[src/source/cpu_params.svh]
`ifndef CPU_PARAMS_SVH
`define CPU_PARAMS_SVH

// machine word and register file size
`define WORD_SIZE 16
`define NUM_REGS 4

// opcodes of the supported instructions
`define ADI_OP 4'd4
`define ORI_OP 4'd5
`define LHI_OP 4'd6
`define LWD_OP 4'd7
`define SWD_OP 4'd8
`define ALU_OP 4'd15

// function codes under ALU_OP
`define FUNC_ADD 6'd0
`define FUNC_SUB 6'd1
`define FUNC_AND 6'd2
`define FUNC_ORR 6'd3
`define FUNC_WWD 6'd28
`define FUNC_HLT 6'd29

// operand source selects for EX
`define FWD_RF 2'd0
`define FWD_MEM 2'd1
`define FWD_WB 2'd2

`endif

[src/source/cpu_pkg.sv]
`default_nettype none

`include "cpu_params.svh"

package cpu_pkg;

	// one instruction word, seen as R format or I format
	typedef union packed {
		struct packed {
			logic [3:0] opcode;
			logic [1:0] rs;
			logic [1:0] rt;
			logic [1:0] rd;
			logic [5:0] func;
		} r_view;
		struct packed {
			logic [3:0] opcode;
			logic [1:0] rs;
			logic [1:0] rt;
			logic [7:0] imm;
		} i_view;
	} inst_u;

	typedef enum logic [2:0] {
		ALU_ADD,
		ALU_SUB,
		ALU_AND,
		ALU_OR,
		ALU_PASS_B,
		ALU_LHI
	} alu_op_e;

	// control bits carried down the pipe
	typedef struct packed {
		alu_op_e alu_op;
		logic alu_src_imm;
		logic mem_read;
		logic mem_write;
		logic mem_to_reg;
		logic reg_write;
		logic [$clog2(`NUM_REGS)-1:0] dest;
		logic wwd;
		logic halt;
		logic valid;
	} ctrl_t;

	typedef struct packed {
		ctrl_t ctrl;
		logic [1:0] rs;
		logic [1:0] rt;
		logic [`WORD_SIZE-1:0] op_a;
		logic [`WORD_SIZE-1:0] op_b;
		logic [`WORD_SIZE-1:0] imm;
	} id_ex_t;

	typedef struct packed {
		ctrl_t ctrl;
		logic [`WORD_SIZE-1:0] alu_result;
		// SWD data, or the WWD value
		logic [`WORD_SIZE-1:0] store_data;
	} ex_mem_t;

	typedef struct packed {
		ctrl_t ctrl;
		logic [`WORD_SIZE-1:0] alu_result;
		logic [`WORD_SIZE-1:0] wwd_value;
		logic [`WORD_SIZE-1:0] load_data;
	} mem_wb_t;

endpackage

`default_nettype wire

[src/source/alu.sv]
`timescale 1ns/1ps
`default_nettype none

`include "cpu_params.svh"

module alu import cpu_pkg::*; (
	input  alu_op_e               op_i,
	input  logic [`WORD_SIZE-1:0] a_i,
	input  logic [`WORD_SIZE-1:0] b_i,
	output logic [`WORD_SIZE-1:0] result_o
);

	// carries out and overflow are dropped
	always_comb begin
		case (op_i)
			ALU_ADD: result_o = a_i + b_i;
			ALU_SUB: result_o = a_i - b_i;
			ALU_AND: result_o = a_i & b_i;
			ALU_OR: result_o = a_i | b_i;
			ALU_PASS_B: result_o = b_i;
			// immediate byte into the upper half, low byte zero
			ALU_LHI: result_o = {b_i[7:0], 8'h00};
			default: result_o = '0;
		endcase
	end

endmodule

`default_nettype wire

[src/source/cpu_core.sv]
`timescale 1ns/1ps
`default_nettype none

`include "cpu_params.svh"

module cpu_core import cpu_pkg::*; (
	input  logic                  clk,
	input  logic                  reset_n,
	output logic                  imem_read_o,
	output logic [`WORD_SIZE-1:0] imem_addr_o,
	input  logic [`WORD_SIZE-1:0] imem_data_i,
	output logic                  dmem_read_o,
	output logic                  dmem_write_o,
	output logic [`WORD_SIZE-1:0] dmem_addr_o,
	output logic [`WORD_SIZE-1:0] dmem_wdata_o,
	input  logic [`WORD_SIZE-1:0] dmem_rdata_i,
	output logic [`WORD_SIZE-1:0] num_inst_o,
	output logic [`WORD_SIZE-1:0] output_port_o,
	output logic                  is_halted_o
);

	logic [`WORD_SIZE-1:0] pc;
	logic run_q;
	logic hlt_seen_q;
	inst_u if_id_inst;
	logic if_id_valid;

	ctrl_t id_ctrl;
	logic [`WORD_SIZE-1:0] id_imm;
	logic [`WORD_SIZE-1:0] rs_data;
	logic [`WORD_SIZE-1:0] rt_data;
	logic id_halt;
	logic stall;
	logic [1:0] fwd_a;
	logic [1:0] fwd_b;

	id_ex_t id_ex;
	ex_mem_t ex_mem;
	mem_wb_t mem_wb;

	logic [`WORD_SIZE-1:0] mem_value;
	logic [`WORD_SIZE-1:0] wb_value;
	logic [`WORD_SIZE-1:0] ex_a;
	logic [`WORD_SIZE-1:0] ex_b;
	logic [`WORD_SIZE-1:0] alu_b;
	logic [`WORD_SIZE-1:0] alu_result;

	function automatic logic [`WORD_SIZE-1:0] fwd_pick(
		input logic [1:0]            sel,
		input logic [`WORD_SIZE-1:0] rf_val,
		input logic [`WORD_SIZE-1:0] mem_val,
		input logic [`WORD_SIZE-1:0] wb_val
	);
		case (sel)
			`FWD_MEM: fwd_pick = mem_val;
			`FWD_WB: fwd_pick = wb_val;
			default: fwd_pick = rf_val;
		endcase
	endfunction

	// fetch, stopped for good once HLT reaches ID
	assign id_halt = id_ctrl.halt;
	assign imem_read_o = run_q && !hlt_seen_q && !id_halt;
	assign imem_addr_o = pc;

	always_ff @(posedge clk) begin
		if (!reset_n) begin
			pc <= '0;
			run_q <= 1'b0;
			hlt_seen_q <= 1'b0;
			if_id_inst <= '0;
			if_id_valid <= 1'b0;
		end else begin
			run_q <= 1'b1;
			if (id_halt) begin
				hlt_seen_q <= 1'b1;
			end
			// stall holds both PC and IF/ID
			if (!stall) begin
				if (imem_read_o) begin
					pc <= pc + `WORD_SIZE'(1);
					if_id_inst <= imem_data_i;
					if_id_valid <= 1'b1;
				end else begin
					if_id_inst <= '0;
					if_id_valid <= 1'b0;
				end
			end
		end
	end

	decode_unit decode_i (
		.inst_i  (if_id_inst),
		.valid_i (if_id_valid),
		.ctrl_o  (id_ctrl),
		.imm_o   (id_imm)
	);

	register_file regs_i (
		.clk       (clk),
		.reset_n   (reset_n),
		.rs_addr_i (if_id_inst.r_view.rs),
		.rt_addr_i (if_id_inst.r_view.rt),
		.rs_data_o (rs_data),
		.rt_data_o (rt_data),
		.wr_en_i   (mem_wb.ctrl.reg_write),
		.wr_addr_i (mem_wb.ctrl.dest),
		.wr_data_i (wb_value)
	);

	hazard_forward hazard_i (
		.id_inst_i  (if_id_inst),
		.ex_ctrl_i  (id_ex.ctrl),
		.mem_ctrl_i (ex_mem.ctrl),
		.wb_ctrl_i  (mem_wb.ctrl),
		.ex_rs_i    (id_ex.rs),
		.ex_rt_i    (id_ex.rt),
		.stall_o    (stall),
		.fwd_a_o    (fwd_a),
		.fwd_b_o    (fwd_b)
	);

	// bubble into EX on a load-use stall
	always_ff @(posedge clk) begin
		if (!reset_n || stall) begin
			id_ex.ctrl <= '0;
		end else begin
			id_ex.ctrl <= id_ctrl;
			id_ex.rs <= if_id_inst.r_view.rs;
			id_ex.rt <= if_id_inst.r_view.rt;
			id_ex.op_a <= rs_data;
			id_ex.op_b <= rt_data;
			id_ex.imm <= id_imm;
		end
	end

	// load data comes back in the MEM cycle itself
	assign mem_value = ex_mem.ctrl.mem_to_reg ? dmem_rdata_i : ex_mem.alu_result;
	assign wb_value = mem_wb.ctrl.mem_to_reg ? mem_wb.load_data : mem_wb.alu_result;

	assign ex_a = fwd_pick(fwd_a, id_ex.op_a, mem_value, wb_value);
	assign ex_b = fwd_pick(fwd_b, id_ex.op_b, mem_value, wb_value);
	assign alu_b = id_ex.ctrl.alu_src_imm ? id_ex.imm : ex_b;

	alu alu_i (
		.op_i     (id_ex.ctrl.alu_op),
		.a_i      (ex_a),
		.b_i      (alu_b),
		.result_o (alu_result)
	);

	always_ff @(posedge clk) begin
		if (!reset_n) begin
			ex_mem.ctrl <= '0;
		end else begin
			ex_mem.ctrl <= id_ex.ctrl;
			ex_mem.alu_result <= alu_result;
			// WWD outputs rs, SWD stores rt
			ex_mem.store_data <= id_ex.ctrl.wwd ? ex_a : ex_b;
		end
	end

	assign dmem_read_o = ex_mem.ctrl.mem_read;
	assign dmem_write_o = ex_mem.ctrl.mem_write;
	assign dmem_addr_o = ex_mem.alu_result;
	assign dmem_wdata_o = ex_mem.store_data;

	always_ff @(posedge clk) begin
		if (!reset_n) begin
			mem_wb.ctrl <= '0;
		end else begin
			mem_wb.ctrl <= ex_mem.ctrl;
			mem_wb.alu_result <= ex_mem.alu_result;
			mem_wb.wwd_value <= ex_mem.store_data;
			mem_wb.load_data <= dmem_rdata_i;
		end
	end

	// retire side: counter, output port, halt latch
	always_ff @(posedge clk) begin
		if (!reset_n) begin
			num_inst_o <= '0;
			output_port_o <= '0;
			is_halted_o <= 1'b0;
		end else begin
			if (mem_wb.ctrl.valid) begin
				num_inst_o <= num_inst_o + `WORD_SIZE'(1);
			end
			if (mem_wb.ctrl.wwd) begin
				output_port_o <= mem_wb.wwd_value;
			end
			if (mem_wb.ctrl.halt) begin
				is_halted_o <= 1'b1;
			end
		end
	end

endmodule

`default_nettype wire

[src/source/decode_unit.sv]
`timescale 1ns/1ps
`default_nettype none

`include "cpu_params.svh"

module decode_unit import cpu_pkg::*; (
	input  inst_u                 inst_i,
	input  logic                  valid_i,
	output ctrl_t                 ctrl_o,
	output logic [`WORD_SIZE-1:0] imm_o
);

	logic [7:0] imm8;
	logic [`WORD_SIZE-1:0] imm_sext;
	logic [`WORD_SIZE-1:0] imm_zext;

	assign imm8 = inst_i.i_view.imm;
	assign imm_sext = {{(`WORD_SIZE-8){imm8[7]}}, imm8};
	assign imm_zext = {{(`WORD_SIZE-8){1'b0}}, imm8};

	always_comb begin
		ctrl_o = '0;
		ctrl_o.alu_op = ALU_PASS_B;
		ctrl_o.valid = valid_i;
		// I format writes rt unless overridden below
		ctrl_o.dest = inst_i.i_view.rt;
		imm_o = imm_sext;
		if (valid_i) begin
			case (inst_i.r_view.opcode)
				`ALU_OP: begin
					ctrl_o.dest = inst_i.r_view.rd;
					case (inst_i.r_view.func)
						`FUNC_ADD: begin
							ctrl_o.alu_op = ALU_ADD;
							ctrl_o.reg_write = 1'b1;
						end
						`FUNC_SUB: begin
							ctrl_o.alu_op = ALU_SUB;
							ctrl_o.reg_write = 1'b1;
						end
						`FUNC_AND: begin
							ctrl_o.alu_op = ALU_AND;
							ctrl_o.reg_write = 1'b1;
						end
						`FUNC_ORR: begin
							ctrl_o.alu_op = ALU_OR;
							ctrl_o.reg_write = 1'b1;
						end
						`FUNC_WWD: ctrl_o.wwd = 1'b1;
						`FUNC_HLT: ctrl_o.halt = 1'b1;
						// unknown func retires as a no-op
						default: ;
					endcase
				end
				`ADI_OP: begin
					ctrl_o.alu_op = ALU_ADD;
					ctrl_o.alu_src_imm = 1'b1;
					ctrl_o.reg_write = 1'b1;
				end
				`ORI_OP: begin
					ctrl_o.alu_op = ALU_OR;
					ctrl_o.alu_src_imm = 1'b1;
					ctrl_o.reg_write = 1'b1;
					imm_o = imm_zext;
				end
				`LHI_OP: begin
					// ALU moves the byte up
					ctrl_o.alu_op = ALU_LHI;
					ctrl_o.alu_src_imm = 1'b1;
					ctrl_o.reg_write = 1'b1;
					imm_o = imm_zext;
				end
				`LWD_OP: begin
					ctrl_o.alu_op = ALU_ADD;
					ctrl_o.alu_src_imm = 1'b1;
					ctrl_o.mem_read = 1'b1;
					ctrl_o.mem_to_reg = 1'b1;
					ctrl_o.reg_write = 1'b1;
				end
				`SWD_OP: begin
					ctrl_o.alu_op = ALU_ADD;
					ctrl_o.alu_src_imm = 1'b1;
					ctrl_o.mem_write = 1'b1;
				end
				default: ;
			endcase
		end
	end

endmodule

`default_nettype wire

[src/source/hazard_forward.sv]
`timescale 1ns/1ps
`default_nettype none

`include "cpu_params.svh"

module hazard_forward import cpu_pkg::*; (
	input  inst_u      id_inst_i,
	input  ctrl_t      ex_ctrl_i,
	input  ctrl_t      mem_ctrl_i,
	input  ctrl_t      wb_ctrl_i,
	input  logic [1:0] ex_rs_i,
	input  logic [1:0] ex_rt_i,
	output logic       stall_o,
	output logic [1:0] fwd_a_o,
	output logic [1:0] fwd_b_o
);

	logic is_alu;
	logic reads_rs;
	logic reads_rt;
	logic ex_load;
	logic mem_wr;
	logic wb_wr;

	// which sources the ID instruction really uses
	assign is_alu = id_inst_i.r_view.opcode == `ALU_OP;
	assign reads_rs = (is_alu && id_inst_i.r_view.func != `FUNC_HLT)
		|| id_inst_i.i_view.opcode inside {`ADI_OP, `ORI_OP, `LWD_OP, `SWD_OP};
	assign reads_rt = (is_alu && id_inst_i.r_view.func <= `FUNC_ORR)
		|| id_inst_i.i_view.opcode == `SWD_OP;

	assign ex_load = ex_ctrl_i.valid && ex_ctrl_i.mem_read && ex_ctrl_i.reg_write;
	assign stall_o = ex_load
		&& ((reads_rs && ex_ctrl_i.dest == id_inst_i.r_view.rs)
		|| (reads_rt && ex_ctrl_i.dest == id_inst_i.r_view.rt));

	assign mem_wr = mem_ctrl_i.valid && mem_ctrl_i.reg_write;
	assign wb_wr = wb_ctrl_i.valid && wb_ctrl_i.reg_write;

	// nearest producer wins
	always_comb begin
		fwd_a_o = `FWD_RF;
		if (mem_wr && mem_ctrl_i.dest == ex_rs_i) begin
			fwd_a_o = `FWD_MEM;
		end else if (wb_wr && wb_ctrl_i.dest == ex_rs_i) begin
			fwd_a_o = `FWD_WB;
		end
		fwd_b_o = `FWD_RF;
		if (mem_wr && mem_ctrl_i.dest == ex_rt_i) begin
			fwd_b_o = `FWD_MEM;
		end else if (wb_wr && wb_ctrl_i.dest == ex_rt_i) begin
			fwd_b_o = `FWD_WB;
		end
	end

endmodule

`default_nettype wire

[src/source/register_file.sv]
`timescale 1ns/1ps
`default_nettype none

`include "cpu_params.svh"

module register_file #(
	parameter int ADDR_W = $clog2(`NUM_REGS)
) (
	input  logic                  clk,
	input  logic                  reset_n,
	input  logic [ADDR_W-1:0]     rs_addr_i,
	input  logic [ADDR_W-1:0]     rt_addr_i,
	output logic [`WORD_SIZE-1:0] rs_data_o,
	output logic [`WORD_SIZE-1:0] rt_data_o,
	input  logic                  wr_en_i,
	input  logic [ADDR_W-1:0]     wr_addr_i,
	input  logic [`WORD_SIZE-1:0] wr_data_i
);

	logic [`WORD_SIZE-1:0] regs [`NUM_REGS];

	always_ff @(posedge clk) begin
		if (!reset_n) begin
			for (int i = 0; i < `NUM_REGS; i++) begin
				regs[i] <= '0;
			end
		end else if (wr_en_i) begin
			regs[wr_addr_i] <= wr_data_i;
		end
	end

	// WB write seen by the ID read in the same cycle
	assign rs_data_o = (wr_en_i && wr_addr_i == rs_addr_i) ? wr_data_i : regs[rs_addr_i];
	assign rt_data_o = (wr_en_i && wr_addr_i == rt_addr_i) ? wr_data_i : regs[rt_addr_i];

endmodule

`default_nettype wire

[config.mk]
export PLATFORM = sky130hd
export DESIGN_NAME = cpu_core
export DESIGN_NICKNAME = d
export VERILOG_FILES = /design/src/source/cpu_pkg.sv /design/src/source/alu.sv /design/src/source/cpu_core.sv /design/src/source/decode_unit.sv /design/src/source/hazard_forward.sv /design/src/source/register_file.sv
export VERILOG_INCLUDE_DIRS = /design/src /design/src/source
export SDC_FILE = /design/constraint.sdc
export NUM_CORES = 1
export LEC_CHECK = 0
export ABC_AREA = 0
export BUFFER_PORTS_ARGS = -buffer_cell sky130_fd_sc_hd__buf_4
export CORE_ASPECT_RATIO = 0.9
export CORE_UTILIZATION = 35
export DETAILED_ROUTE_END_ITERATION = 6
export PLACE_DENSITY = 0.48
export SLEW_MARGIN = 10
export SYNTH_ARGS = -nofsm -noshare
export SYNTH_HDL_FRONTEND = slang
export SYNTH_SLANG_ARGS = --single-unit
[constraint.sdc]
create_clock -name clk -period 10.35 [get_ports clk]
set_clock_uncertainty 0.05 [all_clocks]
set_input_delay 0.5175 -clock clk [delete_from_list [all_inputs] [get_ports clk]]
set_output_delay 0.5175 -clock clk [all_outputs]
set_load 0.01 [all_outputs]
======== Word level (Yosys, flattened, before mapping) ========
Memory sizes are Yosys's and may differ from the RTL's. A register that Yosys moved wholly into a read port is not among the register bits.
Cells that the tools add are included.
word-level totals
  register bits ........................... 195
  memory bits (writable) .................. 64
  input bits .............................. 34
  output and inout port bits .............. 84
  logic and storage cells ................. 147
  memories kept ........................... 1
operators by class
  add/subtract/negate cells ............... 4
  order comparisons ....................... 1
  equality and inequality tests ........... 27
  mux-type cells .......................... 34
  bitwise logic cells ..................... 5
  reduce and logical (&&, ||, !) cells .... 36
memories
  memory       words  width  rd ports  clocked after Yosys merged registers in  write ports  RTL line             source
  regs_i.regs  4      16     2         2                                        4            register_file.sv:20  logic [`WORD_SIZE-1:0] regs [`NUM_REGS];
operator list
  kind                   count
  $mux 16                8
  $pmux 16 s6            1
  $pmux 16 s2            2
  $add 16x1->16 const B  2
  $pmux 3 s4             2
  $add 16x16->16         1
  $and 16x16->16         1
  $eq 4x3->1 const B     4
  $or 16x16->16          1
  $reduce_or 16->1       1
  $sub 16x16->16         1
  $logic_and 1x1->1      15
  $mux 1                 13
  $eq 2x2->1             6
  $eq 6x2->1 const B     2
  $eq 6x5->1 const B     2
  $mux 12                1
  $mux 2                 5
  $eq 4x4->1 const B     2
  $reduce_or 4->1        2
  $eq 3x2->1 const B     2
  $eq 3x3->1 const B     2
  $eq 6x1->1 const B     1
  $le 6x2->1 const B     1
  16 further kinds       29

======== Longest topological paths before layout ========
  depth in word-level cells ............... 9
  gate-level depth with buffers ........... 19
  gate-level depth less buffers ........... 17

======== Hierarchy ========
From an unflattened synthesis, not the netlist that was laid out.
second synthesis, totals
  cell total of the unflattened synthesis .. 1302
  area total of the unflattened synthesis .. 15351.0 µm²
modules (own cells, without submodules)
  module          times used  cells each  area an instance (µm²)  sequential area each (µm²)
  cpu_core        1           757         9380.2                  6105.9
  register_file   1           227         3773.6                  1921.8
  alu             1           231         1592.8                  0.0
  decode_unit     1           54          372.9                   0.0
  hazard_forward  1           33          231.5                   0.0

======== Worst setup path before layout ========
Ideal clock, no wire load.
  kind .................................... register -> register
  start point ............................. register id_ex[49] (netlist name)
  end point ............................... register ex_mem (netlist bit dmem_addr_o[14]), data pin
  library setup time ...................... 0.274 ns
  arrival ................................. 4.164 ns
  data required time ...................... 10.026 ns
  setup slack ............................. 5.863 ns
  cell stages (with the launch flop) ...... 19
  buffers on the path ..................... 3
  period minus slack after synthesis ...... 4.487 ns
  cells stage by stage .................... edfxtp_1 -> xnor2_1 -> buf_2 -> buf_2 -> buf_2 -> a31oi_1 -> o31ai_1 -> mux2_2 -> inv_1 -> a41oi_1 -> xnor2_1 -> ha_1 -> a21o_1 -> a21o_1 -> a2111oi_0 -> o311ai_0 -> o211ai_1 -> xor2_1 -> o221ai_1
between the ends
  cells in the longest elaborated chain, start to end .. 9
  elaborated cells on any way between the ends .. 15
  classes of those cells .................. add/sub (2); eq/ne (4); mux (5); bitwise (2); reduce/logical (2)
RTL lines
  what                                      RTL line              source
  start: declaration                        cpu_core.sv:37        id_ex_t id_ex;
  $eq 2x2->1                                hazard_forward.sv:51  end else if (wb_wr && wb_ctrl_i.dest == ex_rt_i) begin
  $logic_and 1x1->1                         hazard_forward.sv:51
  $mux 2                                    hazard_forward.sv:51
  $mux 2 *                                  hazard_forward.sv:49  if (mem_wr && mem_ctrl_i.dest == ex_rt_i) begin
  $eq 2x2->1 or $eq 2x1->1 (tied branches)  cpu_core.sv:54        case (sel)
  $pmux 16 s2 *                             cpu_core.sv:54
  $mux 16 *                                 cpu_core.sv:143       assign alu_b = id_ex.ctrl.alu_src_imm ? id_ex.imm : ex_b;
  $sub 16x16->16 (tied with other cells)    alu.sv:17             ALU_SUB: result_o = a_i - b_i;
  $pmux 16 s6 *                             alu.sv:15             case (op_i)
  named net alu_i.result_o[14]              alu.sv:10             output logic [`WORD_SIZE-1:0] result_o
  end: declaration                          cpu_core.sv:38        ex_mem_t ex_mem;
Mark *: on every way through the listed nets, which the timed path passes. The rest lies on a longest branch.
A chain may end at the register's enable or synchronous reset.

======== Worst setup path after layout ========
  start point ............................. register mem_wb[48] (netlist name)
  end point ............................... register ex_mem (netlist bit dmem_addr_o[14]), data pin
between the ends
  cells in the longest elaborated chain, start to end .. 9
  elaborated cells on any way between the ends .. 19
  classes of those cells .................. add/sub (2); eq/ne (4); mux (8); bitwise (2); reduce/logical (3)
RTL lines
  what                                      RTL line              source
  start: declaration                        cpu_core.sv:39        mem_wb_t mem_wb;
  $logic_and 1x1->1 *                       hazard_forward.sv:38  assign wb_wr = wb_ctrl_i.valid && wb_ctrl_i.reg_write;
  $logic_and 1x1->1                         hazard_forward.sv:51
  $mux 2                                    hazard_forward.sv:51
  $mux 2                                    hazard_forward.sv:49
  $eq 2x2->1 or $eq 2x1->1 (tied branches)  cpu_core.sv:54
  $pmux 16 s2                               cpu_core.sv:54
  $mux 16                                   cpu_core.sv:143
  $sub 16x16->16 (tied with other cells)    alu.sv:17
  $pmux 16 s6 *                             alu.sv:15
  named net alu_i.result_o[14]              alu.sv:10
Marks and branches as above.

==> flow_summary.json <==
{
  "fp.dieArea_um2": 42600,
  "place_ws_ns": 4.41,
  "async_flop_share_pct": 0,
  "placementRows": 70,
  "synth_edf_count": 189,
  "rsz0062_at_grt": "no",
  "grt_max_degree": 93,
  "start_util_pct": 35.7,
  "finalCritPeriodShare_pct": 59.0,
  "die_h_um": 196,
  "finish.instance_area_um2": 16800,
  "postCtsSetupBuffers": 0,
  "synth-seq-cells": 284,
  "min_period_ns": 6.10,
  "viasPerCell": 5.34,
  "setup_violations": 0,
  "htreeDepth": 1,
  "io_buffers": 117,
  "grtUsageMet3_pct": 3.30,
  "powerDensity_nw_per_um2": 159,
  "core_area_um2": 40900,
  "wl_per_cell_um": 21.1,
  "grt_util_met2_pct": 29.3,
  "clk_path_buf_depth": 3,
  "yosys_most_used_dff": "edfxtp_1",
  "cp.arrival_ns": 6.34,
  "worstSetupEndpoint": "dmem_addr_o[14]",
  "antenna_cells": 0,
  "drv_cap": 0,
  "synth_cell_types": 68,
  "max_freq_ghz": 0.164,
  "crit_type": "register to register",
  "ctsResizeCount": 0,
  "finalWirelength_um": 40200,
  "setup-tns-final_ns": 0,
  "via_count": 10200,
  "p_leak_nw": 6.18,
  "dieWidth_um": 217,
  "synth_seq_area_share_pct": 51.9,
  "cts.sinks": 284,
  "drive_gt1_share_pct": 21.4,
  "cts-buffers-inserted": 31,
  "grt_usage_pct": 19.0,
  "nets": 1400,
  "drt_first_pass_iters": 5,
  "end_kind": "register",
  "hold_viol": 0,
  "antenna_found_initial": 0,
  "crit_fanout": 31,
  "grt_pass1_vias": 9960,
  "fin_ws_ns": 4.25,
  "synth_nets": 1337,
  "p_total_mw": 2.68,
  "syn_avg_cell_area_um2": 11.4,
  "startpoint_type": "register",
  "crit_required_ns": 10.59,
  "worst_pin_slew_ns": 1.14,
  "hold_path.class": "input pin to register",
  "gr-total-overflow": 0,
  "cts-root-buf": "clkbuf_16",
  "status": "finished clean",
  "yosys_warnings": 0,
  "drtAntennaViolNets": 0,
  "final_util_pct": 41.1,
  "slew_headroom_pct": 24.0,
  "holdWs_ns": 0.0951,
  "grt_pass1_wl_um": 61800,
  "cp-startpoint": "mem_wb[48]",
  "rr_startpoint": "mem_wb[48]",
  "gr-max-usage-layer": "met2",
  "area_growth_pct": 14.9,
  "netlist_instances": 1280,
  "place_congestion": 0.847,
  "clk_pin_slew_ns": 0.06,
  "insertion_delay_ns": 0.57,
  "pin_count": 118,
  "rr_endpoint": "dmem_addr_o[14]",
  "route.detailed.drc": 0,
  "ctsHoldBuffers": 0,
  "drtIter0Drc": 862,
  "irDropWorstVdd_v": 0.000119,
  "cts_tree": "yes",
  "rr_worst_depth": 16,
  "dpl.cell_count": 1850,
  "grt_use_met1_pct": 27.9,
  "final_cell_count_no_fill": 1907,
  "postPlaceCellArea_um2": 15800,
  "slew_violations": 0,
  "synth_area_um2": 14600,
  "rrSetupSlack_ns": 4.25,
  "hpwl_um": 28000
}
## cells by family after synthesis
kind of cell             Yosys count  share of synthesized area [%]
AO/OA/AOI/OAI                    207                           9.39
XOR/XNOR                          66                           4.06
adder cells (fa/ha/maj)           37                           2.98
buffers and inverters            152                           5.00
flip-flops                       284                           51.9
multiplexers                     143                           13.0
AND/OR/NAND/NOR                  391                           13.7
## power by group
group	internal [mW]	leakage [nW]	switching [mW]
Combinational	0.127	3.02	0.177
Sequential	1.27	2.68	0.0387
Clock	0.617	0.477	0.443
Total	2.02	6.18	0.659
## final cells by class
| class | count | area [µm²] |
|---|---|---|
| Clock buffer | 47 | 896 |
| Clock inverter | 10 | 77.6 |
| Fill cell | 3925 | 24100 |
| Inverter | 44 | 165 |
| Multi-Input combinational cell | 844 | 6360 |
| Sequential cell | 284 | 7580 |
| Tap cell | 540 | 676 |
| Timing Repair Buffer | 138 | 1040 |
## layout by cell type (no fill, tap or decap), drive strengths merged, types with 19 or more instances in the layout
| cell | n |
|---|---|
| nor2 | 110 |
| ha | 22 |
| o31ai | 23 |
| and2 | 59 |
| buf | 138 |
| edfxtp | 189 |
| mux2i | 56 |
| xor2 | 24 |
| nand3 | 39 |
| and3 | 19 |
| clkbuf | 47 |
| xnor2 | 42 |
| dfxtp | 95 |
| inv | 42 |
| nand2 | 65 |
| o21ai | 54 |
| mux4 | 32 |
| mux2 | 55 |
| a21oi | 33 |
| nor2b | 23 |
## how the worst min path moves through the flow
stage	from	to	slack, ns	cells past startpoint
floorplan	mem_wb[49]	is_halted_o	0.36	1
global placement	ex_mem[34]	mem_wb[50]	0.37	1
detailed placement	id_ex[53]	ex_mem[33]	0.37	1
CTS	dmem_rdata_i[7]	mem_wb[7]	0.06	1
global route	dmem_rdata_i[7]	mem_wb[7]	0.07	1
finish	dmem_rdata_i[7]	mem_wb[7]	0.1	1
## critical path, stage by stage (launching register included)
cell and delay [ns]:
dfxtp_1 0.48, and2_1 0.88, and3_1 0.98, nand2_1 0.09, o21ai_0 0.10, mux2_2 0.23, ha_1 0.18, inv_1 0.07
fa_1 0.47, a21o_1 0.18, a21oi_1 0.22, o21bai_1 0.14, a2111oi_0 0.95, o311ai_0 0.31, o211ai_1 0.18, xor2_1 0.17
o221ai_1 0.13
## synth_stat cells, types with 7 or more instances
cell type / number / area share, %
edfxtp_1: 189 / 39
nor2_1: 110 / 2.8
dfxtp_1: 95 / 13
nand2_1: 65 / 1.7
and2_1: 59 / 2.5
mux2i_1: 56 / 3.8
mux2_2: 55 / 4.2
clkbuf_1: 54 / 1.4
o21ai_0: 52 / 1.8
inv_1: 43 / 1.1
xnor2_1: 40 / 2.4
nand3_1: 39 / 1.3
buf_4: 35 / 1.8
a21oi_1: 33 / 1.1
mux4_2: 32 / 4.9
xor2_1: 24 / 1.4
nor2b_1: 23 / 0.98
ha_1: 22 / 1.9
o31ai_1: 21 / 1.1
and3_1: 19 / 0.81
nand4_1: 18 / 0.77
a31oi_1: 17 / 0.73
maj3_1: 14 / 0.96
and4_1: 13 / 0.78
o211ai_1: 12 / 0.62
o22ai_1: 12 / 0.51
buf_2: 11 / 0.38
nand2b_1: 10 / 0.43
nor3_1: 10 / 0.34
a211oi_1: 8 / 0.41
a21o_1: 8 / 0.41
o21a_1: 8 / 0.41
or3_1: 7 / 0.30
## flip-flops by register name (all words and copies together), names as in the netlist, 16 cells and up
name and count:
imem_addr_o 16, id_ex 57, regs_i.regs 64, mem_wb 55
num_inst_o 16, if_id_inst 16, dmem_addr_o 16, output_port_o 16
dmem_wdata_o 16
## layer usage
layer,wire length [µm],up-vias
met5,0,-
met4,688,0
met3,2310,43
met2,18000,301
met1,19200,5041
li1,-,4807
Note: power is estimated with default switching activity, not from simulation.
